==> src/verilog/ICachePkg.sv <==
`default_nettype none

package ICachePkg;

    // Cache geometry
    localparam int NUM_WAYS = 2;
    localparam int NUM_SETS = 64;
    localparam int LINE_WORDS = 4;

    localparam int FIFO_DEPTH = 4;

    // First physical address outside the fetchable region
    localparam logic [31:0] LEGAL_LIMIT = 32'h0010_0000;

    // PC field boundaries
    localparam int SET_LSB = 4;
    localparam int TAG_LSB = 10;

    typedef logic [31:0] Pc_t;

    typedef logic [31:TAG_LSB] Tag_t;

    typedef logic [TAG_LSB-SET_LSB-1:0] SetIdx_t;

    typedef logic [$clog2(NUM_WAYS)-1:0] Way_t;

    // Four instruction words with word 0 in the low bits
    typedef logic [LINE_WORDS*32-1:0] Block_t;

    typedef logic [4:0] FetchId_t;

    typedef logic [$clog2(FIFO_DEPTH):0] FifoCount_t;

    typedef enum logic [1:0] {
        FAULT_NONE,
        FAULT_ACCESS
    } FetchFault_t;

    typedef enum logic [1:0] {
        FLUSH_IDLE,
        FLUSH_QUEUED,
        FLUSH_ACTIVE,
        FLUSH_FINALIZE
    } FlushState_t;

endpackage

`default_nettype wire

==> src/verilog/ICacheRamIf.sv <==
`timescale 1ns/1ns
`default_nettype none

interface ICacheRamIf;
    import ICachePkg::*;

    // Read data returns one cycle after readEnable
    logic readEnable;
    SetIdx_t readSet;
    logic [NUM_WAYS-1:0] readValid;
    Tag_t readTag [NUM_WAYS];
    Block_t readBlock [NUM_WAYS];

    // Write port
    logic writeEnable;
    Way_t writeWay;
    SetIdx_t writeSet;
    logic writeValid;
    Tag_t writeTag;

    modport host (
        output readEnable, readSet,
        output writeEnable, writeWay, writeSet, writeValid, writeTag,
        input readValid, readTag, readBlock
    );

    modport ram (
        input readEnable, readSet,
        input writeEnable, writeWay, writeSet, writeValid, writeTag,
        output readValid, readTag, readBlock
    );

endinterface

`default_nettype wire

==> src/verilog/ICacheTagRam.sv <==
`timescale 1ns/1ns
`default_nettype none

module ICacheTagRam (
    input logic clk,
    input logic rst,
    ICacheRamIf.ram bus
);
    import ICachePkg::*;

    logic [NUM_WAYS-1:0] validArr [NUM_SETS];
    Tag_t tagArr [NUM_WAYS][NUM_SETS];

    always_ff @(posedge clk) begin
        if (rst) begin
            for (int s = 0; s < NUM_SETS; s++) begin
                validArr[s] <= '0;
            end
        end else if (bus.writeEnable) begin
            validArr[bus.writeSet][bus.writeWay] <= bus.writeValid;
        end
        if (bus.writeEnable) begin
            tagArr[bus.writeWay][bus.writeSet] <= bus.writeTag;
        end
    end

    // Both ways come back together
    always_ff @(posedge clk) begin
        if (rst) begin
            bus.readValid <= '0;
        end else if (bus.readEnable) begin
            bus.readValid <= validArr[bus.readSet];
        end
        if (bus.readEnable) begin
            for (int w = 0; w < NUM_WAYS; w++) begin
                bus.readTag[w] <= tagArr[w][bus.readSet];
            end
        end
    end

    // No block storage here
    always_comb begin
        for (int w = 0; w < NUM_WAYS; w++) begin
            bus.readBlock[w] = '0;
        end
    end

    assert property (@(posedge clk) disable iff (rst)
        bus.writeEnable |-> !$isunknown({bus.writeWay, bus.writeSet}));

endmodule

`default_nettype wire

==> src/flat_wrapper.sv <==
// flat-port wrapper written by rule: the top's interface ports become plain ports
module ICacheTagRam_flat import ICachePkg::*;
  (clk, rst, bus_readEnable, bus_readSet, bus_writeEnable, bus_writeWay, bus_writeSet, bus_writeValid, bus_writeTag, bus_readValid, bus_readTag, bus_readBlock);
  ICacheRamIf bus_i ();
  input logic clk;
  input logic rst;
  input wire logic [$bits(bus_i.readEnable)-1:0] bus_readEnable;
  input wire logic [$bits(bus_i.readSet)-1:0] bus_readSet;
  input wire logic [$bits(bus_i.writeEnable)-1:0] bus_writeEnable;
  input wire logic [$bits(bus_i.writeWay)-1:0] bus_writeWay;
  input wire logic [$bits(bus_i.writeSet)-1:0] bus_writeSet;
  input wire logic [$bits(bus_i.writeValid)-1:0] bus_writeValid;
  input wire logic [$bits(bus_i.writeTag)-1:0] bus_writeTag;
  output wire logic [$bits(bus_i.readValid)-1:0] bus_readValid;
  output wire logic [$bits(bus_i.readTag)-1:0] bus_readTag;
  output wire logic [$bits(bus_i.readBlock)-1:0] bus_readBlock;
  assign bus_i.readEnable = bus_readEnable;
  assign bus_i.readSet = bus_readSet;
  assign bus_i.writeEnable = bus_writeEnable;
  assign bus_i.writeWay = bus_writeWay;
  assign bus_i.writeSet = bus_writeSet;
  assign bus_i.writeValid = bus_writeValid;
  assign bus_i.writeTag = bus_writeTag;
  assign bus_readValid = bus_i.readValid;
  assign bus_readTag = {>>{bus_i.readTag}};
  assign bus_readBlock = {>>{bus_i.readBlock}};
  ICacheTagRam u_core (.clk(clk), .rst(rst), .bus(bus_i));
endmodule
==> config.mk <==
export PLATFORM = sky130hd
export DESIGN_NAME = ICacheTagRam_flat
export DESIGN_NICKNAME = d
export VERILOG_FILES = /design/src/verilog/ICachePkg.sv /design/src/verilog/ICacheRamIf.sv /design/src/verilog/ICacheTagRam.sv /design/src/flat_wrapper.sv
export SDC_FILE = /design/constraint.sdc
export NUM_CORES = 2
export LEC_CHECK = 0
export BUFFER_PORTS_ARGS = -buffer_cell sky130_fd_sc_hd__buf_4
export CORE_UTILIZATION = 50
export CTS_CLUSTER_DIAMETER = 120
export DETAILED_ROUTE_END_ITERATION = 8
export MAX_ROUTING_LAYER = met4
export PLACE_DENSITY = 0.66
export SYNTH_ARGS = -nofsm -noshare
export SYNTH_HDL_FRONTEND = slang
export SYNTH_SLANG_ARGS = --single-unit
==> constraint.sdc <==
create_clock -name clk -period 4.6 [get_ports clk]
set_input_delay 0.92 -clock clk [delete_from_list [all_inputs] [get_ports clk]]
set_output_delay 0.92 -clock clk [all_outputs]
set_load 0.05 [all_outputs]
* Word level (Yosys, flattened, before mapping)
Memories as Yosys holds them, arrays and structs flattened. A register that Yosys moved wholly into a read port is not among the register bits.
Index checks and enable logic that the tools add are counted.
** Operators by class
- Order comparisons :: 5
- Muxes and demuxes :: 19
- Bitwise logic cells :: 2
- Reductions and logical operators :: 3
** Operators by type and width (count)
- $mux W1408 :: 1
- $bmux W22 S6 :: 2
- $demux W22 S6 :: 1
- $mux W22 :: 5
- $ge A7 B7 Y1 const B :: 2
- $not A6 Y7 :: 2
- $lt A7 B1 Y1 const B :: 1
- $mux W2 :: 3
- $mux W6 :: 1
- $mux W1 :: 5
- $logic_and A1 B1 Y1 :: 2
- $lt A1 B2 Y1 const B :: 1
- $reduce_or A2 Y1 :: 1
- $demux W1 S1 :: 1
- $ge A1 B1 Y1 const B :: 1
** Storage, ports and cells
- Flip-flop bits (word level) :: 44
- Bits in writable memories :: 2944
- Output and inout port bits :: 302
- Word-level logic and storage cells :: 33
- Memories kept :: 2
** Memory list
- u_core.tagArr :: depth 2, bits a word 1408, rd ports 2, clocked after Yosys merged registers in 0, write ports 1, RTL line ICacheTagRam.sv:12 : Tag_t tagArr [NUM_WAYS][NUM_SETS];
- u_core.validArr :: depth 64, bits a word 2, rd ports 1, clocked after Yosys merged registers in 1, write ports 64, RTL line ICacheTagRam.sv:11 : logic [NUM_WAYS-1:0] validArr [NUM_SETS];

* Logic depth before layout (Yosys ltp)
- Depth after elaboration :: 7
- Gate-level depth with buffers :: 10
- Depth with buffers taken out :: 5

* Least setup slack after synthesis
Ideal clock, no wire load.
- Path kind :: input-to-reg
- Start point :: input port bus_writeSet[1]
- End point :: memory u_core.validArr[47][0], enable pin
- Setup time :: 0.295 ns
- Data arrival time :: 3.182 ns
- Data required time :: 4.305 ns
- Slack :: 1.123 ns
- Stages :: 7
- Buffers on the path :: 3
- Cells stage by stage :: clkbuf_1 > nand3_1 > or2_2 > clkbuf_1 > clkbuf_1 > nor2_1 > or2_1
** RTL lines
- start: declaration :: RTL line flat_wrapper.sv:11 : input wire logic [$bits(bus_i.writeSet)-1:0] bus_writeSet;
- end: declaration :: RTL line ICacheTagRam.sv:11

* Final worst setup path
- Start point :: input port bus_readSet[1]
- End point :: register u_core.bus.readTag[4], data pin
** On the way
- Longest elaborated chain between the ends :: 4
** Ends and longest elaborated chain
- start: declaration :: RTL line flat_wrapper.sv:8 : input wire logic [$bits(bus_i.readSet)-1:0] bus_readSet;
- $not A6 Y7 (not written as such) :: RTL line ICacheTagRam.sv:36 : bus.readTag[w] <= tagArr[w][bus.readSet];
- $bmux W22 S6 :: RTL line ICacheTagRam.sv:36
- $mux W22 (not written as such) (2 in series) :: RTL line ICacheTagRam.sv:36
- end signal: indexed assignment :: RTL line ICacheTagRam.sv:36
- end: declaration :: RTL line ICacheRamIf.sv:30 : output readValid, readTag, readBlock
No other way between the ends. The select of a mux whose other input is x is not followed.
A chain may end at the register's enable or synchronous reset.

==> results.py <==
metrics = {
    "power": {
        "p_clk_share_pct": 40.9,
        "cell_internal_pwr_mw": 45.0,
        "ir_drop_mv": 0.287,
        "power_frac_seq_pct": 53.0,
        "power_density_nw_per_um2": 434,
        "p_sw_share_pct": 21.5,
        "p_total_mw": 57.3,
        "leakage_nw": 41.9,
        "switchingPower_mw": 12.3,
        "comb_power_share_pct": 6.1,
    },
    "clock_tree": {
        "cts_hold_repair.buffers": 0,
        "cts-htree-levels": 5,
        "cts.sinks": 2990,
        "cts_buffers": 299,
        "clockRootBuffer": "clkbuf_16",
        "cts_buffer_depth": 4,
        "ctsResizeCount": 0,
        "cts_tree": "built",
        "post_cts_buffers": 0,
        "insertion_delay_ns": 0.95,
        "clk_pin_slew_ns": 0.06,
    },
    "final_layout": {
        "syn2layout_area_growth_pct": 12.4,
        "final_cells": 8843,
        "fin_nets": 5527,
        "drive_gt1_share_pct": 32.0,
    },
    "floorplan": {
        "die_y_um": 486,
        "ios": 342,
        "core_um2": 233000,
        "die_area_um2": 237000,
        "start_util_pct": 50.4,
        "rows": 177,
        "die_x_um": 486,
    },
    "synthesis": {
        "yosys-top-cells-area": "edfxtp_1 76%, mux4_2 18%, buf_4 1.8%",
        "synthXorXnorAreaFrac_pct": 0,
        "ys_seq_area_share_pct": 76.5,
        "synth.distinct_cells": 36,
        "synth_area_um2": 117000,
        "synth-compound-area-share_pct": 0.415,
        "yosysTopAreaCell": "edfxtp_1",
        "synth_top_family_by_area": "multiplexers",
        "synth_warnings": 0,
        "yosys_register_bits": 2990,
        "synth.top_cell.area_share_pct": 76.5,
        "post_synth_inst_count": 5103,
        "synthAdderAreaFrac_pct": 0,
        "synth_area_per_cell_um2": 23.0,
        "synthMuxAreaShare_pct": 18.1,
        "synth_simple_gate_area_share_pct": 2.09,
    },
    "worst_setup_path": {
        "path_max_fanout": 57,
        "worstPathRequired_ns": 5.24,
        "arrival_ns": 3.96,
        "crit_type": "input pin to register",
        "crit_chain": "buf_8 > buf_4 > mux4_2 > mux4_2 > mux2i_1 > mux2i_1",
        "cp-end-kind": "register",
        "cp_slowest_cell": "mux2i_1",
        "critPathMaxStageDelay_ns": 0.91,
        "critPathLaunchType": "input pin",
    },
    "grt": {
        "grt_max_degree": 132,
        "grt_pass1_wl_mm": 412,
        "grt_pass1_vias": 54000,
        "antenna_found_initial": 34,
        "grt_usage_pct": 25.8,
        "overflow": 0,
    },
    "timing": {
        "hold_viol": 0,
        "slew_viol_final": 0,
        "fin_crit_sh_pct": 72.2,
        "finClkSkew_ns": 0.0484,
        "maxSlewHeadroom_pct": 4.57,
        "worstMarginPinSlew_ns": 1.42,
        "timing.setup.tns_ns": 0,
        "grt_setup_unrepaired": "no",
        "clock.fmax_mhz": 301,
        "setup-violations-final": 0,
        "finalCriticalPeriod_ns": 3.32,
    },
    "outcome": {
        "status": "finished, final reports clean",
    },
    "placed_design": {
        "dp_cells": 8318,
        "gp_congestion": 0.824,
        "portBuffers": 85,
        "dp_hpwl_mm": 166,
    },
    "detailed_routing": {
        "viasPerCell": 6.29,
        "drtIter0Drc": 8124,
        "drt_wl_total_mm": 295,
        "drc": 0,
        "wire_per_inst_um": 33.3,
        "via_count": 55600,
        "firstDrtPassIters": 5,
        "postRouteAntennaNets": 0,
    },
    "job": {
        "cap_violations": 0,
    },
    "hold_path": {
        "hold_path_class": "input pin to register",
    },
}
-- through the flow --
| step | area [µm²] | util (%) | setup slack, ns | hold WS, ns |
|---|---|---|---|---|
| floorplan | 118000 | - | 1.12 | 0.707 |
| global placement | 123000 | 52.6 | 0.432 | 0.679 |
| detailed placement | 123000 | 52.6 | 0.475 | 0.692 |
| CTS | 132000 | 56.6 | 1.47 | 0.381 |
| global route | 132000 | 56.6 | 1.27 | 0.394 |
| finish | 132000 | 56.6 | 1.28 | 0.411 |
-- registers in the layout (all words and copies together), names as in the netlist --
| name | count |
|---|---|
| u_core.tagArr | 2816 |
| u_core.validArr | 128 |
| u_core.bus.readValid | 2 |
| u_core.bus.readTag | 44 |
-- power by group through the flow --
stage	Combinational, mW	Sequential, mW	Clock, mW
after floorplan	2.17	31.0	0
after global placement	3.45	30.9	0
after detailed placement	3.50	30.9	0
after CTS	3.50	30.3	23.8
after global routing	3.65	30.3	24.8
final	3.49	30.3	23.5
-- synth_stat cells, drive strengths merged --
library cell and n:
a211o 3, o311a 2, inv 38, or2 98
nand4 2, nor2b 24, o21ai 2, o32ai 2
o31a 7, nor2 145, or3 1, nand3b 3
a31oi 5, nand2 64, a21oi 2, nor3 93
or3b 2, edfxtp 2988, conb 1, and2 8
buf 379, mux2i 51, nand3 7, a22o 6
clkbuf 165, nand2b 47, o41ai 2, a22oi 6
mux4 922, dfxtp 2, a211oi 26
-- path summary, 6_finish.rpt --
kind | cells after the start | slack, ns | startpoint | endpoint
worst min-delay path | 1 | 0.41 | bus_writeTag[20] | u_core.tagArr[1][240]
worst max-delay path | 6 | 1.28 | bus_readSet[1] | u_core.bus.readTag[4]
worst max register to register | 4 | 1.90 | u_core.tagArr[1][972] | u_core.bus.readTag[4]
worst min register to register | 2 | 0.72 | u_core.bus.readValid[1] | u_core.bus.readValid[1]
-- kinds of logic (layout without fill, tap and decap cells) --
| family | after synthesis | count (layout) |
|---|---|---|
| flip-flops | 2990 | 2990 |
| multiplexers | 973 | 973 |
| buffers and inverters | 582 | 921 |
| AND/OR/NAND/NOR | 494 | 494 |
| AO/OA/AOI/OAI | 63 | 63 |
| other | 1 | 270 |
-- layer usage --
metal	GRT usage (%)	vias to the layer above	part of all wire, %
met4	5.05	0	1.7
met2	39.1	3243	48
met3	4.63	356	10
met1	37.3	30300	40
li1	-	21700	-
met5	-	-	0
-- layout by cell type, fill, tap and decap left out, types with 55 or more instances in the layout --
cell type | netlist | layout
clkinv_1 | 0 | 69
clkbuf_16 | 0 | 305
buf_4 | 276 | 323
nor2_2 | 0 | 89
edfxtp_1 | 2988 | 2988
nor2_1 | 145 | 55
mux4_2 | 922 | 922
nor3_1 | 93 | 93
nand2_1 | 64 | 64
conb_1 | 1 | 256
-- area by class of cell --
type                            count  area, µm²
Clock inverter                    158       1410
Sequential cell                  2990      89800
Clock buffer                      353       7820
Timing Repair Buffer              372       3380
Inverter                           38        143
Fill cell                       16700     101000
Antenna cell                       14       35.0
Tap cell                         3132       3920
Multi-Input combinational cell   1786      25400
-- critical path, delay by kind of cell --
kind | cells | cell delay [ns]
mux | 4 | 1.89
buf+inv | 2 | 1.06
(Power assumes the default switching activity.)
