--- src/verilog/ICachePkg.sv ---
`default_nettype none

package ICachePkg;

    // Cache geometry
    localparam int NUM_WAYS = 2;
    localparam int NUM_SETS = 64;
    localparam int LINE_WORDS = 4;

    localparam int FIFO_DEPTH = 4;

    // First physical address outside the fetchable region
    localparam logic [31:0] LEGAL_LIMIT = 32'h0010_0000;

    // PC field boundaries
    localparam int SET_LSB = 4;
    localparam int TAG_LSB = 10;

    typedef logic [31:0] Pc_t;

    typedef logic [31:TAG_LSB] Tag_t;

    typedef logic [TAG_LSB-SET_LSB-1:0] SetIdx_t;

    typedef logic [$clog2(NUM_WAYS)-1:0] Way_t;

    // Four instruction words with word 0 in the low bits
    typedef logic [LINE_WORDS*32-1:0] Block_t;

    typedef logic [4:0] FetchId_t;

    typedef logic [$clog2(FIFO_DEPTH):0] FifoCount_t;

    typedef enum logic [1:0] {
        FAULT_NONE,
        FAULT_ACCESS
    } FetchFault_t;

    typedef enum logic [1:0] {
        FLUSH_IDLE,
        FLUSH_QUEUED,
        FLUSH_ACTIVE,
        FLUSH_FINALIZE
    } FlushState_t;

endpackage

`default_nettype wire

--- src/verilog/FetchFifo.sv ---
`timescale 1ns/1ns
`default_nettype none

module FetchFifo (
    input logic clk,
    input logic rst,
    input logic inValid,
    input ICachePkg::Pc_t inPc,
    input ICachePkg::Block_t inData,
    input ICachePkg::FetchFault_t inFault,
    input ICachePkg::FetchId_t inId,
    output ICachePkg::FifoCount_t free,
    output logic outValid,
    input logic outReady,
    output ICachePkg::Pc_t outPc,
    output ICachePkg::Block_t outData,
    output ICachePkg::FetchFault_t outFault,
    output ICachePkg::FetchId_t outId
);
    import ICachePkg::*;

    Pc_t pcMem [FIFO_DEPTH];
    Block_t dataMem [FIFO_DEPTH];
    FetchFault_t faultMem [FIFO_DEPTH];
    FetchId_t idMem [FIFO_DEPTH];

    logic [$clog2(FIFO_DEPTH)-1:0] rdPtr;
    logic [$clog2(FIFO_DEPTH)-1:0] wrPtr;
    FifoCount_t count;
    logic doRead;

    assign doRead = outValid && outReady;
    assign outValid = count != '0;
    assign free = FifoCount_t'(FIFO_DEPTH) - count;

    assign outPc = pcMem[rdPtr];
    assign outData = dataMem[rdPtr];
    assign outFault = faultMem[rdPtr];
    assign outId = idMem[rdPtr];

    always_ff @(posedge clk) begin
        if (rst) begin
            rdPtr <= '0;
            wrPtr <= '0;
            count <= '0;
        end else begin
            if (inValid) begin
                wrPtr <= wrPtr + 1'b1;
            end
            if (doRead) begin
                rdPtr <= rdPtr + 1'b1;
            end
            count <= count + FifoCount_t'(inValid) - FifoCount_t'(doRead);
        end
    end

    always_ff @(posedge clk) begin
        if (inValid) begin
            pcMem[wrPtr] <= inPc;
            dataMem[wrPtr] <= inData;
            faultMem[wrPtr] <= inFault;
            idMem[wrPtr] <= inId;
        end
    end

    assert property (@(posedge clk) disable iff (rst)
        inValid |-> count != FifoCount_t'(FIFO_DEPTH));

endmodule

`default_nettype wire

--- config.mk ---
export PLATFORM = sky130hd
export DESIGN_NAME = FetchFifo
export DESIGN_NICKNAME = d
export VERILOG_FILES = /design/src/verilog/ICachePkg.sv /design/src/verilog/FetchFifo.sv
export SDC_FILE = /design/constraint.sdc
export NUM_CORES = 1
export LEC_CHECK = 0
export BUFFER_PORTS_ARGS = -buffer_cell sky130_fd_sc_hd__buf_2
export CORE_MARGIN = 10
export CORE_UTILIZATION = 40
export DETAILED_ROUTE_END_ITERATION = 16
export SYNTH_ARGS = -nofsm -noshare
export SYNTH_HDL_FRONTEND = slang
export SYNTH_SLANG_ARGS = --single-unit
--- constraint.sdc ---
create_clock -name clk -period 6.66 [get_ports clk]
set_clock_uncertainty 0.15 [all_clocks]
set_input_delay 0 -clock clk [delete_from_list [all_inputs] [get_ports clk]]
set_output_delay 0 -clock clk [all_outputs]
set_load 0.05 [all_outputs]
# Word-level counts from Yosys, hierarchy flattened
# Memories as Yosys holds them, arrays and structs flattened. A register that Yosys moved wholly into a read port is not among the register bits.
# Cells that the tools add are included.
[word_totals]
in_bits = 171
output_inout_bits = 171
register_bits = 7
ram_bits = 668
mem_count = 4
word_cells = 24
[op_classes]
muxes = 10
reduce_logical = 2
addsub = 5
[mem_list]
columns = ["memory", "words", "width", "rd", "rd_clocked_by_memory_dff", "wr", "line_no", "rtl"]
rows = [
  ["dataMem", 4, 128, 1, 1, 1, "FetchFifo.sv:23", "Block_t dataMem [FIFO_DEPTH];"],
  ["pcMem", 4, 32, 1, 1, 1, "FetchFifo.sv:22", "Pc_t pcMem [FIFO_DEPTH];"],
  ["idMem", 4, 5, 1, 1, 1, "FetchFifo.sv:25", "FetchId_t idMem [FIFO_DEPTH];"],
  ["faultMem", 4, 2, 1, 1, 1, "FetchFifo.sv:24", "FetchFault_t faultMem [FIFO_DEPTH];"],
]
[op_table]
columns = ["cell", "count"]
rows = [
  ["$mux W2", 8],
  ["$add A2 B1 Y2 const B", 2],
  ["$add A3 B1 Y3", 1],
  ["$reduce_bool A3 Y1", 1],
  ["$sub A3 B1 Y3", 1],
  ["$sub A3 B3 Y3 const A", 1],
  ["$mux W1", 2],
  ["$logic_and A1 B1 Y1", 1],
]

# Logic depth before layout (Yosys ltp)
# Gate-level depths: netlist of the first run.
[logic_depth]
ltp_word = 4
ltp_mapped = 10
depth_no_buf = 10

# Worst setup path before layout of the first run
# OpenSTA, ideal clock, no wires.
[synth_timing]
path_type = "reg2reg"
from = "register wrPtr[0]"
to = "memory dataMem[0][0] (netlist name), enable pin"
synth_period_minus_slack_ns = 5.049
stages_incl_launch_ff = 4
slack_ns = 1.611
required_ns = 5.964
setup_ns = 0.546
path_buffers = 0
arrival_ns = 4.353
path_cell_list = "dfxtp_1 > inv_1 > ha_1 > and2_1"
[synth_rtl]
columns = ["element", "line_no", "rtl"]
rows = [
  ["start: declaration", "FetchFifo.sv:28", "logic [$clog2(FIFO_DEPTH)-1:0] wrPtr;"],
  ["start signal: assignment", "FetchFifo.sv:48", "wrPtr <= wrPtr + 1'b1;"],
  ["end: declaration", "FetchFifo.sv:23", ""],
]
# No word-level cell before the write port.

==> run_results.csv, run 1 <==
group,metric,value,unit
status,status,"finished clean",
worst_setup_path,crit_type,"flop to primary output",
layout,layout-drive-gt1-share,38.5,%
routing,drc,0,
floorplanning,dieHeight,268,µm
pwr,vdd_ir_drop_max,0.223,mV
layout,nNetsFinal,1743,
layout,layoutNonFillerInstCount,2395,
global_route,grt_usage,14.9,%
clocking,clk-insertion-delay-late,0.58,ns
sta,max-slew-margin-rel,32.0,%
sta,holdWs,0.0308,ns
sta,hold_violations,0,
global_route,grt_max_degree,93,
floorplanning,io_pins,342,
routing,vias,11848,
routing,via_per_inst,4.95,
pwr,p_leak,10.8,nW
worst_setup_path,start_kind,"flop",
yosys,ys_warn_count,0,
worst_setup_path,cp-end-kind,"primary output",
sta,setup_ws,3.36,ns
clocking,root_buffer,"clkbuf_16",
pwr,power,12.0,mW
global_route,antenna_found_initial,4,
yosys,netlist_area,24600,µm²
placed_design,place_congestion,0.695,
layout,area_growth,29.4,%
floorplanning,die_area,71900,µm²
pwr,power.density,376,nW/µm²
yosys,ys_seq_elements,677,
routing,ant_nets,0,
routing,drtIter0Drc,694,
placed_design,placed_cell_area,27200,µm²
clocking,clkTransAtPathRegs,0.06,ns
global_route,grt_pass1_vias,13291,
clocking,numCtsBuffers,72,
sta,tns,0,ns
sta,period_share,49.5,%
routing,wl,52.9,mm
clocking,cts_buffer_depth,3,
routing,avgRoutedWirePerCell,22.1,µm
worst_setup_path,critPathRequiredTime,6.51,ns
min_path,hold_path.class,"input port to flop",
placed_design,port_buffers,341,
run,maxCapViolations,0,
clocking,clock_sinks,677,
sta,rsz0062_at_grt,"false",
yosys,syn_inst,921,
clocking,cts_tree,"yes",
sta,fmax,303,MHz
yosys,ys_seq_area_share,82.2,%
sta,finalCriticalPeriod,3.30,ns
clocking,cts_setup_buffers,0,
layout,post-route-util,52.5,%
worst_setup_path,r2r_setup_slack,3.87,ns
placed_design,dp_slack,3.78,ns
routing,drt_pass1_iterations,4,
sta,maxSlewViolCount,0,
sta,worst_pin_slew,1.02,ns
yosys,synth_cell_types,18,
placed_design,hpwlAfterDp,31.1,mm
clocking,h-tree-depth,3,
global_route,grt_first_pass_wirelength,81.4,mm
worst_setup_path,critPathArrivalTime,3.15,ns
floorplanning,core.rowCount,90,
placed_design,place_inst,2019,
yosys,syn_nets,1101,
yosys,syn_area_per_cell,26.7,µm²
floorplanning,die_w,268,µm
global_route,grt.overflow.total,0,
floorplanning,core_area,60700,µm²
worst_setup_path,crit_fanout,81,
layout,fin_area,31900,µm²
floorplanning,initial_core_util,40.6,%
sta,setup_violations,0,
[path summary, 6_finish.rpt]
check | from | endpoint | cells past startpoint
min | inData[100] | dataMem[0][100] | 2
max reg2reg | wrPtr[0] | dataMem[0][65] | 4
max | flop | outData[65] | 3
min reg2reg | rdPtr[0] | rdPtr[0] | 2
[where the power goes]
group / switching [mW] / leakage, nW / internal [mW] / total (mW)
sequential: 0.124 / 6.21 / 4.91 / 5.04
clock: 1.53 / 1.07 / 2.20 / 3.72
combinational: 2.19 / 3.52 / 1.05 / 3.24
total: 3.84 / 10.8 / 8.15 / 12.0
[placed cells by master, fill, tap and decap left out, drive strengths merged]
cell / instances
edfxtp: 668
buf: 355
dlygate4sd3: 252
mux4: 167
clkbuf: 93
clkinv: 20
inv: 13
dfxtp: 9
ha: 8
nor2: 6
bufinv: 5
and2: 4
xnor2: 4
nor2b: 3
diode: 2
nand3b: 1
xor2: 1
mux2i: 1
fa: 1
[flip-flops by register name, summed over array words and instances (netlist names), named ones only]
register / cells
count: 3
rdPtr: 2
wrPtr: 2
idMem: 20
faultMem: 8
pcMem: 128
dataMem: 512
[area by class of cell]
| class | instances | area, µm² |
|---|---|---|
| well taps | 782 | 978 |
| diodes | 2 | 5.00 |
| clock buffers | 93 | 1890 |
| flip-flops and latches | 677 | 20200 |
| multi-input cells | 196 | 4020 |
| inverters | 9 | 33.8 |
| clock inverters | 29 | 293 |
| fillers | 4693 | 28800 |
| repair buffers | 607 | 4400 |
[worst max-delay path: stages (launching register included)]
cell and delay, ns:
dfxtp_4 0.97, buf_12 0.51, mux4_2 0.62, buf_2 0.23
[repair_timing]
action / 4_1_cts / 5_1_grt
gates resized for setup: 0 / 0
hold endpoints to repair: 748 / 0
hold buffers: 252 / 0
[per-layer routing]
layer  vias up  global-route usage (%)  part of all wire (%)
li1       5268                       -                     -
met1      6203                    17.5                    39
met2       284                    25.6                    52
met3        87                    4.56                   6.8
met4         6                    4.98                   2.5
met5         -                       0                 0.051
[synth_stat cells]
library cell	number	area, µm²
edfxtp_1	668	20100
mux4_2	167	3760
buf_2	18	90.1
buf_8	11	165
dfxtp_1	9	180
inv_1	9	33.8
ha_1	8	100
nor2_1	6	22.5
buf_6	5	56.3
and2_1	4	25.0
clkbuf_1	4	15.0
xnor2_1	4	35.0
nor2b_1	3	18.8
buf_4	1	7.51
fa_1	1	20.0
mux2i_1	1	10.0
nand3b_1	1	7.51
xor2_1	1	8.76
[logic make-up after synthesis]
family,Yosys count,synth area share [%]
adder cells (fa/ha/maj),9,0.488
multiplexers,168,15.3
flip-flops,677,82.2
buffers and inverters,48,1.49
AND/OR/NAND/NOR,14,0.300
XOR/XNOR,5,0.178
Note: power is estimated with default switching activity, not from simulation.
==> inputs of run 2 (changes only) <==
Clock period 6.66 ns to 3.05 ns, I/O delays scaled along.
==> run_results.csv, run 2 (same netlist as run 1, synthesis figures left out) <==
group,metric,value,unit
status,status,"finished clean",
sta,maxSlewViolCount,0,
pwr,p_leak,11.1,nW
layout,fin_area,32500,µm²
worst_setup_path,crit_type,"flop to primary output",
worst_setup_path,cp.depth,4,
worst_setup_path,crit_top_cell,"buf_12",
routing,vias,12061,
floorplanning,die_w,268,µm
pwr,p_sw_share,32.1,%
layout,fillers,4636,
clocking,clock_sinks,677,
floorplanning,io_pins,342,
worst_setup_path,crit_chain,"buf_12 > buf_12 > mux4_2 > buf_2",
worst_setup_path,cp-end-kind,"primary output",
global_route,grt_max_degree,71,
pwr,vdd_ir_drop_max,0.741,mV
layout,regMostFlops,"dataMem",
worst_setup_path,rr_worst_depth,9,
sta,hold_violations,0,
clocking,cts_buffer_depth,3,
worst_setup_path,critical_path.top_delay_family,"buffers and inverters",
pwr,p_comb_share,28.1,%
routing,avgRoutedWirePerCell,22.4,µm
placed_design,hpwlAfterDp,34.2,mm
sta,worst_pin_slew,0.653,ns
worst_setup_path,critPathBufInv,3,
min_path,hold_path.class,"input port to flop",
routing,met1Wirelength,21.5,mm
worst_setup_path,start_kind,"flop",
layout,largest_registers,"dataMem x512, pcMem x128, idMem x20",
routing,via_per_inst,4.93,
routing,highest_layer,"met5",
sta,period_share,84.8,%
sta,fmax,386,MHz
pwr,p_sw,8.56,mW
clocking,clkTransAtPathRegs,0.06,ns
sta,tns,0,ns
pwr,power.density,818,nW/µm²
floorplanning,dieHeight,268,µm
routing,drt_pass1_iterations,4,
layout,final_cell_mix,"edfxtp_1 (668), buf_2 (341), dlygate4sd3_1 (264)",
routing,drc,0,
sta,holdWs,0.0263,ns
clocking,hold_buffers,263,
routing,wl,54.8,mm
placed_design,place_inst,2048,
worst_setup_path,crit_slowest_cell,"mux4_2",
clocking,cts-resized-gates,0,
clocking,numCtsBuffers,72,
min_path,hold_path_depth,2,
run,maxCapViolations,0,
clocking,root_buffer,"clkbuf_16",
layout,layout-drive-gt1-share,39.2,%
clocking,clk-insertion-delay-late,0.59,ns
clocking,cts_setup_buffers,0,
global_route,grt_usage,15.4,%
pwr,power_frac_seq,40.8,%
global_route,antenna_found_initial,6,
placed_design,port_buffers,341,
layout,layoutNonFillerInstCount,2444,
global_route,grt_first_pass_wirelength,83.5,mm
global_route,grt_pass1_vias,13498,
pwr,clockPowerShare,31.1,%
placed_design,place_congestion,0.704,
pwr,power.internal,18.1,mW
sta,setup_violations,0,
layout,area_growth,32.2,%
routing,ant_nets,0,
layout,largest_reg_flops,512,
global_route,grt.overflow.total,0,
worst_setup_path,max_stage_delay,0.56,ns
worst_setup_path,crit_fanout,24,
layout,post-route-util,53.6,%
floorplanning,core.rowCount,90,
floorplanning,initial_core_util,40.6,%
floorplanning,die_area,71900,µm²
sta,rsz0062_at_grt,"false",
sta,finalCriticalPeriod,2.59,ns
routing,met2_length,28.6,mm
worst_setup_path,critPathRequiredTime,2.90,ns
worst_setup_path,critPathArrivalTime,2.44,ns
routing,drtIter0Drc,879,
layout,nNetsFinal,1784,
floorplanning,core_area,60700,µm²
routing,met3WireLength,3.46,mm
clocking,cts_tree,"yes",
sta,max-slew-margin-rel,56.5,%
clocking,h-tree-depth,3,
layout,layout_commonest_cell,"edfxtp_1",
placed_design,placed_cell_area,27600,µm²
[run 2: cell types whose count changed in the layout (fill, tap and decap cells not counted), moves of 2 or more]
cell           before  now
clkinv_1            9   19
diode_2             2    4
dlygate4sd3_1     252  264
buf_12              5   27
clkbuf_16          72   74
clkbuf_1           20   16
clkinvlp_4          0    2
inv_6               4    2
buf_4               9   16
[run 2: cell type report]
| type | count | area, µm² | area share [%] |
|---|---|---|---|
| multi-input combinational | 196 | 4020 | 12.4 |
| antenna | 4 | 10.0 | 0.0308 |
| clock buffer | 90 | 1910 | 5.88 |
| timing repair buffer | 648 | 5010 | 15.4 |
| clock inverter | 38 | 325 | 1.00 |
| tap | 782 | 978 | 3.01 |
| inverter | 9 | 33.8 | 0.104 |
| sequential | 677 | 20200 | 62.2 |
[run 2: worst paths after layout]
kind	startpoint	slack, ns	to
hold / removal	inData[22]	0.03	dataMem[2][22]
setup reg to reg	count[1]	0.76	count[1]
setup / recovery	flop	0.46	outPc[19]
hold reg to reg	rdPtr[1]	0.37	rdPtr[1]
[run 2: per-stage QoR]
stage          worst slack, ns  total power [mW]
6_report                 0.462              26.6
3_3_place_gp             0.805              18.4
2_1_floorplan            0.736              16.6
5_1_grt                  0.318              27.7
3_5_place_dp             0.729              18.4
4_1_cts                  0.379              27.0
[run 2: routing by layer]
| metal | vias to the layer above | GRT usage (%) |
|---|---|---|
| met4 | 6 | 4.53 |
| met3 | 81 | 4.38 |
| met1 | 6331 | 18.7 |
| li1 | 5356 | - |
| met5 | - | 0 |
| met2 | 287 | 26.4 |
[run 2: worst reg2reg max path, cell delays in order (launching register included)]
cell and delay, ns:
dfxtp_1 0.34, inv_1 0.08, ha_1 0.18, ha_1 0.20, nor2b_1 0.19, ha_1 0.26
inv_1 0.06, ha_1 0.16, fa_1 0.41, nor2b_1 0.13
[run 2: power by group through the flow]
stage	logic, mW	clock network [mW]	registers (mW)
floorplan	5.64	0	11.0
global placement	7.32	0	11.0
detailed placement	7.34	0	11.1
CTS	7.64	8.51	10.9
global route	7.88	8.90	10.9
finish	7.48	8.28	10.9
