===== src/verilog/ICachePkg.sv =====
`default_nettype none

package ICachePkg;

    // Cache geometry
    localparam int NUM_WAYS = 2;
    localparam int NUM_SETS = 64;
    localparam int LINE_WORDS = 4;

    localparam int FIFO_DEPTH = 4;

    // First physical address outside the fetchable region
    localparam logic [31:0] LEGAL_LIMIT = 32'h0010_0000;

    // PC field boundaries
    localparam int SET_LSB = 4;
    localparam int TAG_LSB = 10;

    typedef logic [31:0] Pc_t;

    typedef logic [31:TAG_LSB] Tag_t;

    typedef logic [TAG_LSB-SET_LSB-1:0] SetIdx_t;

    typedef logic [$clog2(NUM_WAYS)-1:0] Way_t;

    // Four instruction words with word 0 in the low bits
    typedef logic [LINE_WORDS*32-1:0] Block_t;

    typedef logic [4:0] FetchId_t;

    typedef logic [$clog2(FIFO_DEPTH):0] FifoCount_t;

    typedef enum logic [1:0] {
        FAULT_NONE,
        FAULT_ACCESS
    } FetchFault_t;

    typedef enum logic [1:0] {
        FLUSH_IDLE,
        FLUSH_QUEUED,
        FLUSH_ACTIVE,
        FLUSH_FINALIZE
    } FlushState_t;

endpackage

`default_nettype wire


===== src/verilog/ICacheRamIf.sv =====
`timescale 1ns/1ns
`default_nettype none

interface ICacheRamIf;
    import ICachePkg::*;

    // Read data returns one cycle after readEnable
    logic readEnable;
    SetIdx_t readSet;
    logic [NUM_WAYS-1:0] readValid;
    Tag_t readTag [NUM_WAYS];
    Block_t readBlock [NUM_WAYS];

    // Write port
    logic writeEnable;
    Way_t writeWay;
    SetIdx_t writeSet;
    logic writeValid;
    Tag_t writeTag;

    modport host (
        output readEnable, readSet,
        output writeEnable, writeWay, writeSet, writeValid, writeTag,
        input readValid, readTag, readBlock
    );

    modport ram (
        input readEnable, readSet,
        input writeEnable, writeWay, writeSet, writeValid, writeTag,
        output readValid, readTag, readBlock
    );

endinterface

`default_nettype wire


===== src/verilog/ICacheTable.sv =====
`timescale 1ns/1ns
`default_nettype none

module ICacheTable (
    input logic clk,
    input logic rst,
    input logic fetchValid,
    input ICachePkg::Pc_t fetchPc,
    output logic stall,
    input logic mispredict,
    input ICachePkg::FetchId_t mispredictId,
    input ICachePkg::FetchId_t oldestId,
    input logic clearCache,
    input logic memBusy,
    input logic fillDone,
    output logic missValid,
    output ICachePkg::Pc_t missPc,
    output ICachePkg::FetchId_t missId,
    output logic memReqValid,
    output ICachePkg::Pc_t memReqAddr,
    output ICachePkg::Way_t memReqWay,
    output ICachePkg::SetIdx_t memReqSet,
    ICacheRamIf.host tagBus,
    ICacheRamIf.host dataBus,
    input ICachePkg::FifoCount_t fifoFree,
    output logic pktValid,
    output ICachePkg::Pc_t pktPc,
    output ICachePkg::Block_t pktData,
    output ICachePkg::FetchFault_t pktFault,
    output ICachePkg::FetchId_t pktId
);
    import ICachePkg::*;

    logic s0Valid;
    logic s1Valid;
    Pc_t s0Pc;
    Pc_t s1Pc;
    FetchId_t s0Id;
    FetchId_t s1Id;
    FetchId_t fetchId;
    logic accept;

    Tag_t s1Tag;
    SetIdx_t s1Set;
    logic [NUM_WAYS-1:0] wayMatch;
    Way_t hitWay;
    logic isFault;
    logic isHit;
    logic pendingHere;
    logic loadMiss;

    logic pendingValid;
    Tag_t pendingTag;
    SetIdx_t pendingSet;
    Way_t wayCnt;

    FlushState_t flushState;
    logic [$bits(Way_t)+$bits(SetIdx_t)-1:0] flushIdx;
    Way_t flushWay;
    SetIdx_t flushSet;

    assign {flushWay, flushSet} = flushIdx;

    always_comb begin
        stall = 1'b0;
        // Keep one FIFO slot for every block still in flight
        if (fifoFree <= FifoCount_t'(s0Valid) + FifoCount_t'(s1Valid)) begin
            stall = 1'b1;
        end
        if (fetchId == oldestId) begin
            stall = 1'b1;
        end
        if (flushState != FLUSH_IDLE) begin
            stall = 1'b1;
        end
        if (pendingValid || memReqValid) begin
            stall = 1'b1;
        end
    end

    assign accept = fetchValid && !stall;

    // Both RAMs are read while the request sits in stage 0
    assign tagBus.readEnable = s0Valid;
    assign tagBus.readSet = s0Pc[TAG_LSB-1:SET_LSB];
    assign dataBus.readEnable = s0Valid;
    assign dataBus.readSet = s0Pc[TAG_LSB-1:SET_LSB];

    assign dataBus.writeEnable = 1'b0;
    assign dataBus.writeWay = '0;
    assign dataBus.writeSet = '0;
    assign dataBus.writeValid = 1'b0;
    assign dataBus.writeTag = '0;

    assign s1Tag = s1Pc[31:TAG_LSB];
    assign s1Set = s1Pc[TAG_LSB-1:SET_LSB];

    always_comb begin
        hitWay = '0;
        for (int w = 0; w < NUM_WAYS; w++) begin
            wayMatch[w] = tagBus.readValid[w] && tagBus.readTag[w] == s1Tag;
            if (wayMatch[w]) begin
                hitWay = Way_t'(w);
            end
        end
    end

    assign pendingHere = pendingValid && pendingTag == s1Tag && pendingSet == s1Set;
    assign isFault = s1Pc >= LEGAL_LIMIT;
    assign isHit = (|wayMatch) && !pendingHere;

    assign missValid = s1Valid && !mispredict && !isFault && !isHit;
    assign missPc = s1Pc;
    assign missId = s1Id;
    assign loadMiss = missValid && !pendingHere;

    assign pktValid = s1Valid && !mispredict && (isFault || isHit);
    assign pktPc = s1Pc;
    assign pktId = s1Id;
    assign pktFault = isFault ? FAULT_ACCESS : FAULT_NONE;
    assign pktData = isFault ? '0 : dataBus.readBlock[hitWay];

    always_comb begin
        tagBus.writeEnable = loadMiss;
        tagBus.writeWay = wayCnt;
        tagBus.writeSet = s1Set;
        tagBus.writeValid = 1'b1;
        tagBus.writeTag = s1Tag;
        if (flushState == FLUSH_ACTIVE) begin
            tagBus.writeEnable = 1'b1;
            tagBus.writeWay = flushWay;
            tagBus.writeSet = flushSet;
            tagBus.writeValid = 1'b0;
            tagBus.writeTag = '0;
        end
    end

    always_ff @(posedge clk) begin
        if (rst) begin
            s0Valid <= 1'b0;
            s1Valid <= 1'b0;
            fetchId <= '0;
        end else if (mispredict) begin
            s0Valid <= 1'b0;
            s1Valid <= 1'b0;
            fetchId <= mispredictId + FetchId_t'(1);
        end else if (missValid) begin
            // Squash and replay from the missed block
            s0Valid <= 1'b0;
            s1Valid <= 1'b0;
            fetchId <= s1Id;
        end else begin
            s0Valid <= accept;
            s1Valid <= s0Valid;
            if (accept) begin
                fetchId <= fetchId + FetchId_t'(1);
            end
        end
    end

    always_ff @(posedge clk) begin
        s0Pc <= fetchPc;
        s0Id <= fetchId;
        s1Pc <= s0Pc;
        s1Id <= s0Id;
    end

    always_ff @(posedge clk) begin
        if (rst) begin
            pendingValid <= 1'b0;
            wayCnt <= '0;
            memReqValid <= 1'b0;
        end else begin
            if (loadMiss) begin
                pendingValid <= 1'b1;
                wayCnt <= wayCnt + 1'b1;
            end else if (fillDone) begin
                pendingValid <= 1'b0;
            end
            if (loadMiss) begin
                memReqValid <= 1'b1;
            end else if (!memBusy) begin
                memReqValid <= 1'b0;
            end
        end
        if (loadMiss) begin
            pendingTag <= s1Tag;
            pendingSet <= s1Set;
            memReqAddr <= {s1Pc[31:SET_LSB], {SET_LSB{1'b0}}};
            memReqWay <= wayCnt;
            memReqSet <= s1Set;
        end
    end

    always_ff @(posedge clk) begin
        if (rst) begin
            flushState <= FLUSH_QUEUED;
            flushIdx <= '0;
        end else begin
            case (flushState)
                FLUSH_IDLE: begin
                    if (clearCache) begin
                        flushState <= FLUSH_QUEUED;
                    end
                end
                FLUSH_QUEUED: begin
                    flushIdx <= '0;
                    if (!s0Valid && !s1Valid) begin
                        flushState <= FLUSH_ACTIVE;
                    end
                end
                FLUSH_ACTIVE: begin
                    flushIdx <= flushIdx + 1'b1;
                    if (&flushIdx) begin
                        flushState <= memBusy ? FLUSH_FINALIZE : FLUSH_IDLE;
                    end
                end
                default: begin
                    if (!memBusy) begin
                        flushState <= FLUSH_IDLE;
                    end
                end
            endcase
        end
    end

    assert property (@(posedge clk) disable iff (rst)
        s1Valid |-> $onehot0(wayMatch));

    // The room check at accept time must cover every packet
    assert property (@(posedge clk) disable iff (rst)
        pktValid |-> fifoFree != '0);

endmodule

`default_nettype wire


===== src/flat_wrapper.sv =====
// flat-port wrapper written by rule: the top's interface ports become plain ports
module ICacheTable_flat import ICachePkg::*;
  (clk, rst, fetchValid, fetchPc, stall, mispredict, mispredictId, oldestId, clearCache, memBusy, fillDone, missValid, missPc, missId, memReqValid, memReqAddr, memReqWay, memReqSet, fifoFree, pktValid, pktPc, pktData, pktFault, pktId, tagBus_readEnable, tagBus_readSet, tagBus_writeEnable, tagBus_writeWay, tagBus_writeSet, tagBus_writeValid, tagBus_writeTag, tagBus_readValid, tagBus_readTag, tagBus_readBlock, dataBus_readEnable, dataBus_readSet, dataBus_writeEnable, dataBus_writeWay, dataBus_writeSet, dataBus_writeValid, dataBus_writeTag, dataBus_readValid, dataBus_readTag, dataBus_readBlock);
  ICacheRamIf tagBus_i ();
  ICacheRamIf dataBus_i ();
  input logic clk;
  input logic rst;
  input logic fetchValid;
  input ICachePkg::Pc_t fetchPc;
  output logic stall;
  input logic mispredict;
  input ICachePkg::FetchId_t mispredictId;
  input ICachePkg::FetchId_t oldestId;
  input logic clearCache;
  input logic memBusy;
  input logic fillDone;
  output logic missValid;
  output ICachePkg::Pc_t missPc;
  output ICachePkg::FetchId_t missId;
  output logic memReqValid;
  output ICachePkg::Pc_t memReqAddr;
  output ICachePkg::Way_t memReqWay;
  output ICachePkg::SetIdx_t memReqSet;
  input ICachePkg::FifoCount_t fifoFree;
  output logic pktValid;
  output ICachePkg::Pc_t pktPc;
  output ICachePkg::Block_t pktData;
  output ICachePkg::FetchFault_t pktFault;
  output ICachePkg::FetchId_t pktId;
  output wire logic [$bits(tagBus_i.readEnable)-1:0] tagBus_readEnable;
  output wire logic [$bits(tagBus_i.readSet)-1:0] tagBus_readSet;
  output wire logic [$bits(tagBus_i.writeEnable)-1:0] tagBus_writeEnable;
  output wire logic [$bits(tagBus_i.writeWay)-1:0] tagBus_writeWay;
  output wire logic [$bits(tagBus_i.writeSet)-1:0] tagBus_writeSet;
  output wire logic [$bits(tagBus_i.writeValid)-1:0] tagBus_writeValid;
  output wire logic [$bits(tagBus_i.writeTag)-1:0] tagBus_writeTag;
  input wire logic [$bits(tagBus_i.readValid)-1:0] tagBus_readValid;
  input wire logic [$bits(tagBus_i.readTag)-1:0] tagBus_readTag;
  input wire logic [$bits(tagBus_i.readBlock)-1:0] tagBus_readBlock;
  output wire logic [$bits(dataBus_i.readEnable)-1:0] dataBus_readEnable;
  output wire logic [$bits(dataBus_i.readSet)-1:0] dataBus_readSet;
  output wire logic [$bits(dataBus_i.writeEnable)-1:0] dataBus_writeEnable;
  output wire logic [$bits(dataBus_i.writeWay)-1:0] dataBus_writeWay;
  output wire logic [$bits(dataBus_i.writeSet)-1:0] dataBus_writeSet;
  output wire logic [$bits(dataBus_i.writeValid)-1:0] dataBus_writeValid;
  output wire logic [$bits(dataBus_i.writeTag)-1:0] dataBus_writeTag;
  input wire logic [$bits(dataBus_i.readValid)-1:0] dataBus_readValid;
  input wire logic [$bits(dataBus_i.readTag)-1:0] dataBus_readTag;
  input wire logic [$bits(dataBus_i.readBlock)-1:0] dataBus_readBlock;
  assign tagBus_readEnable = tagBus_i.readEnable;
  assign tagBus_readSet = tagBus_i.readSet;
  assign tagBus_writeEnable = tagBus_i.writeEnable;
  assign tagBus_writeWay = tagBus_i.writeWay;
  assign tagBus_writeSet = tagBus_i.writeSet;
  assign tagBus_writeValid = tagBus_i.writeValid;
  assign tagBus_writeTag = tagBus_i.writeTag;
  assign tagBus_i.readValid = tagBus_readValid;
  assign tagBus_i.readTag = {>>{tagBus_readTag}};
  assign tagBus_i.readBlock = {>>{tagBus_readBlock}};
  assign dataBus_readEnable = dataBus_i.readEnable;
  assign dataBus_readSet = dataBus_i.readSet;
  assign dataBus_writeEnable = dataBus_i.writeEnable;
  assign dataBus_writeWay = dataBus_i.writeWay;
  assign dataBus_writeSet = dataBus_i.writeSet;
  assign dataBus_writeValid = dataBus_i.writeValid;
  assign dataBus_writeTag = dataBus_i.writeTag;
  assign dataBus_i.readValid = dataBus_readValid;
  assign dataBus_i.readTag = {>>{dataBus_readTag}};
  assign dataBus_i.readBlock = {>>{dataBus_readBlock}};
  ICacheTable u_core (.clk(clk), .rst(rst), .fetchValid(fetchValid), .fetchPc(fetchPc), .stall(stall), .mispredict(mispredict), .mispredictId(mispredictId), .oldestId(oldestId), .clearCache(clearCache), .memBusy(memBusy), .fillDone(fillDone), .missValid(missValid), .missPc(missPc), .missId(missId), .memReqValid(memReqValid), .memReqAddr(memReqAddr), .memReqWay(memReqWay), .memReqSet(memReqSet), .tagBus(tagBus_i), .dataBus(dataBus_i), .fifoFree(fifoFree), .pktValid(pktValid), .pktPc(pktPc), .pktData(pktData), .pktFault(pktFault), .pktId(pktId));
endmodule

===== config.mk =====
export PLATFORM = sky130hd
export DESIGN_NAME = ICacheTable_flat
export DESIGN_NICKNAME = d
export VERILOG_FILES = /design/src/verilog/ICachePkg.sv /design/src/verilog/ICacheRamIf.sv /design/src/verilog/ICacheTable.sv /design/src/flat_wrapper.sv
export SDC_FILE = /design/constraint.sdc
export NUM_CORES = 1
export LEC_CHECK = 0
export BUFFER_PORTS_ARGS = -buffer_cell sky130_fd_sc_hd__buf_2
export CORE_AREA = 10 10 370 372
export CTS_CLUSTER_SIZE = 24
export DETAILED_ROUTE_END_ITERATION = 7
export DIE_AREA = 0 0 380 382
export SLEW_MARGIN = 20
export SYNTH_ARGS = -nofsm -noshare
export SYNTH_HDL_FRONTEND = slang
export SYNTH_SLANG_ARGS = --single-unit

===== constraint.sdc =====
create_clock -name clk -period 2.7 [get_ports clk]
set_input_delay 0.135 -clock clk [delete_from_list [all_inputs] [get_ports clk]]
set_output_delay 0.135 -clock clk [all_outputs]
set_load 0.1 [all_outputs]

Word level (Yosys, flattened, before mapping):

Index checks and enable logic that the tools add are counted.

* memory bits (read-only): 0
* output and inout bits: 323
* input port bits: 656
* memory bits (writable): 0
* memories: 0
* bits in latches: 0
* word-level logic and storage cells: 96
* bits in registers: 150

* shift-type cells: 0
* $mul: 0
* $add $sub $neg: 5
* eq/ne operators: 12
* muxes and demuxes: 29
* order comparisons: 3
* divide/modulo/power cells: 0
* reductions and logical operators: 30
* bitwise logic cells: 1

Operators with widths (count)
* $mux 128: 4
* $eq 22x22->1: 3
* $ge 32x21->1 const B: 1
* $mux 22: 1
* $mux 5: 3
* $pmux 7 s2: 1
* $mux 1: 13
* $logic_and 1x1->1: 12
* $add 5x1->5 const B: 2
* $mux 2: 5
* $add 7x1->7 const B: 1
* $logic_not 1->1: 7
* $reduce_and 7->1: 1
* $eq 6x6->1: 1
* $mux 6: 1
* $pmux 2 s3: 1
* $reduce_bool 2->1: 3
* $eq 5x5->1: 1
* $ne 2x1->1 const B: 2
* $ne 2x2->1 const B: 2
* $ne 4x1->1 const B: 1
* $reduce_and 4->1: 1
* $le 3x3->1: 1
* $reduce_bool 3->1: 1
* 10 further kinds: 11

Depth between registers and ports, before layout:

* word-level depth: 11
* mapped depth: 10
* depth with buffers taken out: 10

Worst setup path after synthesis:

Ideal clock, no wire load.

* kind: reg2out
* from: register u_core.s1Pc[20] (netlist: u_core.missPc[20])
* to: output port missValid
* buffers on the path: 0
* path slack: -1559 ps
* cell stages (with the launch flop): 8
* data required time: 2565 ps
* data arrival time: 4124 ps
* path through: dfxtp_1 > xnor2_1 > nand4_1 > nor4_1 > nand2_1 > nor4_1 > a21oi_1 > nor3_1

* cells in the longest elaborated chain, start to end: 7
* elaborated cells between the ends (all ways): 15
* those cells by class: 1 x order compare; 3 x eq/ne; 11 x reduce/logical

RTL lines
* start: declaration: line ICacheTable.sv:37 `Pc_t s1Pc;`
* start signal: assignment: line ICacheTable.sv:164 `s1Pc <= s0Pc;`
* parallel branches: the longest is 6 deep, another holds $ge 32x21->1
* $logic_and 1x1->1 (*): line ICacheTable.sv:112 `assign missValid = s1Valid && !mispredict && !isFault && !isHit;`
* end: declaration: line flat_wrapper.sv:17 `output logic missValid;`

Mark *: on every way between the ends.

Worst setup path after layout:

* from: register u_core.s1Pc[24] (netlist: u_core.missPc[24])
* to: output port pktData[110]

* cells in the longest elaborated chain, start to end: 8
* elaborated cells between the ends (all ways): 9
* those cells by class: 1 x order compare; 1 x eq/ne; 5 x mux; 1 x bitwise; 1 x reduce/logical

RTL lines
* $eq 22x22->1: line ICacheTable.sv:101 `wayMatch[w] = tagBus.readValid[w] && tagBus.readTag[w] == s1Tag;`
* $logic_and 1x1->1: line ICacheTable.sv:101
* $mux 1: line ICacheTable.sv:102 `if (wayMatch[w]) begin`
* $not 1->2 (implied by the code): line ICacheTable.sv:121 `assign pktData = isFault ? '0 : dataBus.readBlock[hitWay];`
* $mux 128 (implied by the code) (3 in series): line ICacheTable.sv:121
* $mux 128 (*): line ICacheTable.sv:121
* end: declaration: line flat_wrapper.sv:27 `output ICachePkg::Block_t pktData;`

Every way passes the cells marked *; elsewhere a longest branch is shown, timed or not. The select of a mux whose other input is x is not followed.

==> reports/results.tsv <==
metric	value	unit
GRT Overall Usage	0.1021	
initial core utilization	0.05750	
CP endpoint kind	output pin	
ANT nets after route	0	
total CTS buffers	17	
post-DR wirelength/cell	22.87	µm
Die W	380	µm
largest fanout on the critical path	8	
Crit path arrival time	3.03	ns
critical path class	reg2out	
I/O pins	979	
asr flop ratio synth	0	
drt pass-1 iters	5	
Register Area	0.002821	mm²
crit path time final	3.163	ns
grt total ovfl	0	
fmax	0.3162	GHz
top-area cell type share of the netlist area	0.2507	
synth top area cells	dfxtp_1 (25%), nand2_1 (14%), edfxtp_1 (12%)	
die area	0.1452	mm²
design area	0.01972	mm²
critical-path cell list	xor2_4, nor4_2, nand4_1, buf_4, nor2_4, buf_12, buf_16, buf_12, buf_16, nand2_4, a21oi_4, buf_12	
Seq pwr share	0.288	
fraction of layout instances using a drive strength above 1	0.7024	
Die Height	382	µm
worst-case clock buffer depth	2	
Synth-to-Final Area Change	165.5	%
CTS tree	done	
syn avg cell area	7.751	µm²
PD cells	364.9	mW/mm²
vias in the first global route	11000	
area taken by multi-input logic gates	0.006643	mm²
HP Class	in2reg	
GP Congestion	0.9271	
count leader, synth	nand2_1	
initial antenna violation count	12	
Max Cap Viol	0	
worst-margin pin slew	0.7955	ns
Setup WS post-layout	-0.4629	ns
worst path required time	2.57	ns
clock sink count	122	
Cell Area, Placed	0.01620	mm²
DR DRC count	0	
unrepaired setup endpoints after global routing	true	
sequential cell area fraction in the yosys report	0.3680	
Post-synth EDFFs	29	
status	finished, violations left	
Max-Slew Margin vs Limit	0.4640	
FF+latch count, synth	122	
part of the cycle the worst path needs	1.171	
failing checks	setup timing	
Worst path max stage delay	0.39	ns
Root Driver	clkbuf_16	
share of total power in the clock network	0.332	
worst-skew pair later-pin latency	0.45	ns
detailed-route wire length	78670	µm
Layout fillers	14400	
I/O Buffers	640	
Int Pwr	3938	µW
largest net degree at the start of global routing	29	
top cells by count, synth	nand2_1 (276), a21oi_1 (140), buf_4 (93), dfxtp_1 (93), xnor2_1 (52)	
DP Cell Count	3304	
Clock Pin Slew Worst Setup and Hold Paths	0.08	ns
Slew Viols, Final	0	
global-route wire length before repair	101100	µm
post-synth cell types	47	
Ys Warns	0	
FP Rows	132	
Synth Flop Type	dfxtp_1	
Mapped Cells	958	
core region area	0.1292	mm²
switch share	0.4525	
Worst Clk Skew	0.02220	ns
setup violators final	130	
Slowest-stage cell, CP	dfxtp_4	
H-tree levels	4	
P_sw	3255	µW
vias	10120	
utilization after layout	0.1526	
non-filler instance count after layout	3440	
mapped cell area	0.007426	mm²
Sum Neg Setup Slack	-45.10	ns
Hold Vio Cnt, Final	0	
leading area contributor after synthesis	dfxtp_1	
DP Wirelength	62910	µm
Gate power share	0.380	
most frequent CP cell	buf_12	
fin nets	2344	
initial drt markers	394	
VDD IR max	0.4858	mV
Vias per Instance	2.942	
startpoint types	flop	
post-place setup slack	-0.1031	ns
leak pwr	0.007986	µW
cells by family after synthesis:
group,after synthesis,share of synthesized area
other cells,1,0.0005050
flops,122,0.3680
buf+inv,157,0.1264
compound gates,161,0.1198
fa+ha+maj,11,0.01853
mux,13,0.01870
xor+xnor,81,0.09553
simple gates,412,0.2526
layout by cell type, fill, tap and decap left out, types with 7 or more instances in the layout:
master,instances
buf_2,507
inv_1,13
xor2_1,23
nand2_2,61
dfxtp_4,22
nor4_1,8
nand4_1,23
nand3_1,13
xnor2_1,35
nand2_1,102
buf_12,156
a21oi_4,128
nand2b_1,15
xnor2_2,16
edfxtp_1,29
nand2_4,109
conb_1,36
buf_6,11
diode_2,8
clkbuf_16,21
a21oi_1,10
dfxtp_1,66
mux2_2,7
dlygate4sd3_1,34
nor2b_1,23
ha_1,11
buf_4,71
buf_16,20
nor2_1,14
worst max-delay path: cells and delay by family (launching register included):
kind,cells,cell delay [ns]
buf+inv,6,1.06
simple gates,4,0.66
flops,1,0.39
compound gates,1,0.22
xor+xnor,1,0.17
timing repair:
action / CTS / global route
pin swaps: 146 / 118
resized for setup: 280 / 120
buffers inserted: 33 / 12
endpoints found under the setup margin: 132 / 136
gates cloned: 19 / 4
endpoints found under the hold margin: 34 / 0
hold buffers: 34 / 0
stage by stage:
| stage | power, µW | hold slack, ns |
|---|---|---|
| 2_1_floorplan | 4044 | 0.1627 |
| 3_3_place_gp | 4642 | 0.2375 |
| 3_5_place_dp | 4658 | 0.2386 |
| 4_1_cts | 7216 | 0.004424 |
| 5_1_grt | 7464 | 0.02184 |
| 6_report | 7193 | 0.03126 |
worst paths after layout:
kind | start | end | depth (start not counted) | slack (ns)
min reg2reg | u_core.s0Pc[19] | u_core.missPc[19] | 0 | 0.32
max reg2reg | u_core.missPc[23] | u_core.wayCnt | 12 | 0.10
max | u_core.missPc[24] | pktData[110] | 12 | -0.46
min | rst | u_core.wayCnt | 2 | 0.03
per-layer routing:
layer	vias up	global-route usage	wire [µm]
li1	4529	-	-
met1	4866	0.1295	34890
met2	636	0.1730	36820
met3	91	0.02307	4793
met4	0	0.02650	2172
met5	-	0	0
flip-flops by register name, indices dropped and copies added (netlist names):
register,flops
u_core.missPc,32
u_core.missId,5
u_core.pendingTag,22
u_core.memReqSet,5
u_core.flushState,2
u_core.fetchId,5
u_core.flushIdx,7
u_core.pendingValid,1
u_core.s0Pc,32
u_core.dataBus.readEnable,1
u_core.memReqValid,1
u_core.wayCnt,1
u_core.memReqAddr,1
u_core.s0Id,5
u_core.memReqWay,1
u_core.s1Valid,1
power groups by stage:
stage / sequential, µW / clock (µW) / combinational [µW]
6_report: 2070 / 2390 / 2730
5_1_grt: 2080 / 2520 / 2860
3_5_place_dp: 2110 / 0 / 2540
4_1_cts: 2070 / 2460 / 2680
2_1_floorplan: 2330 / 0 / 1710
3_3_place_gp: 2110 / 0 / 2530
layout make-up:
class | count | area share
tap | 1742 | 0.1106
clock buffer | 17 | 0.02158
antenna | 8 | 0.001015
sequential | 122 | 0.1431
timing repair buffer | 807 | 0.3746
inverter | 15 | 0.003427
multi-input combinational | 714 | 0.3369
clock inverter | 15 | 0.008758
Power figures use the tool's default switching activity.
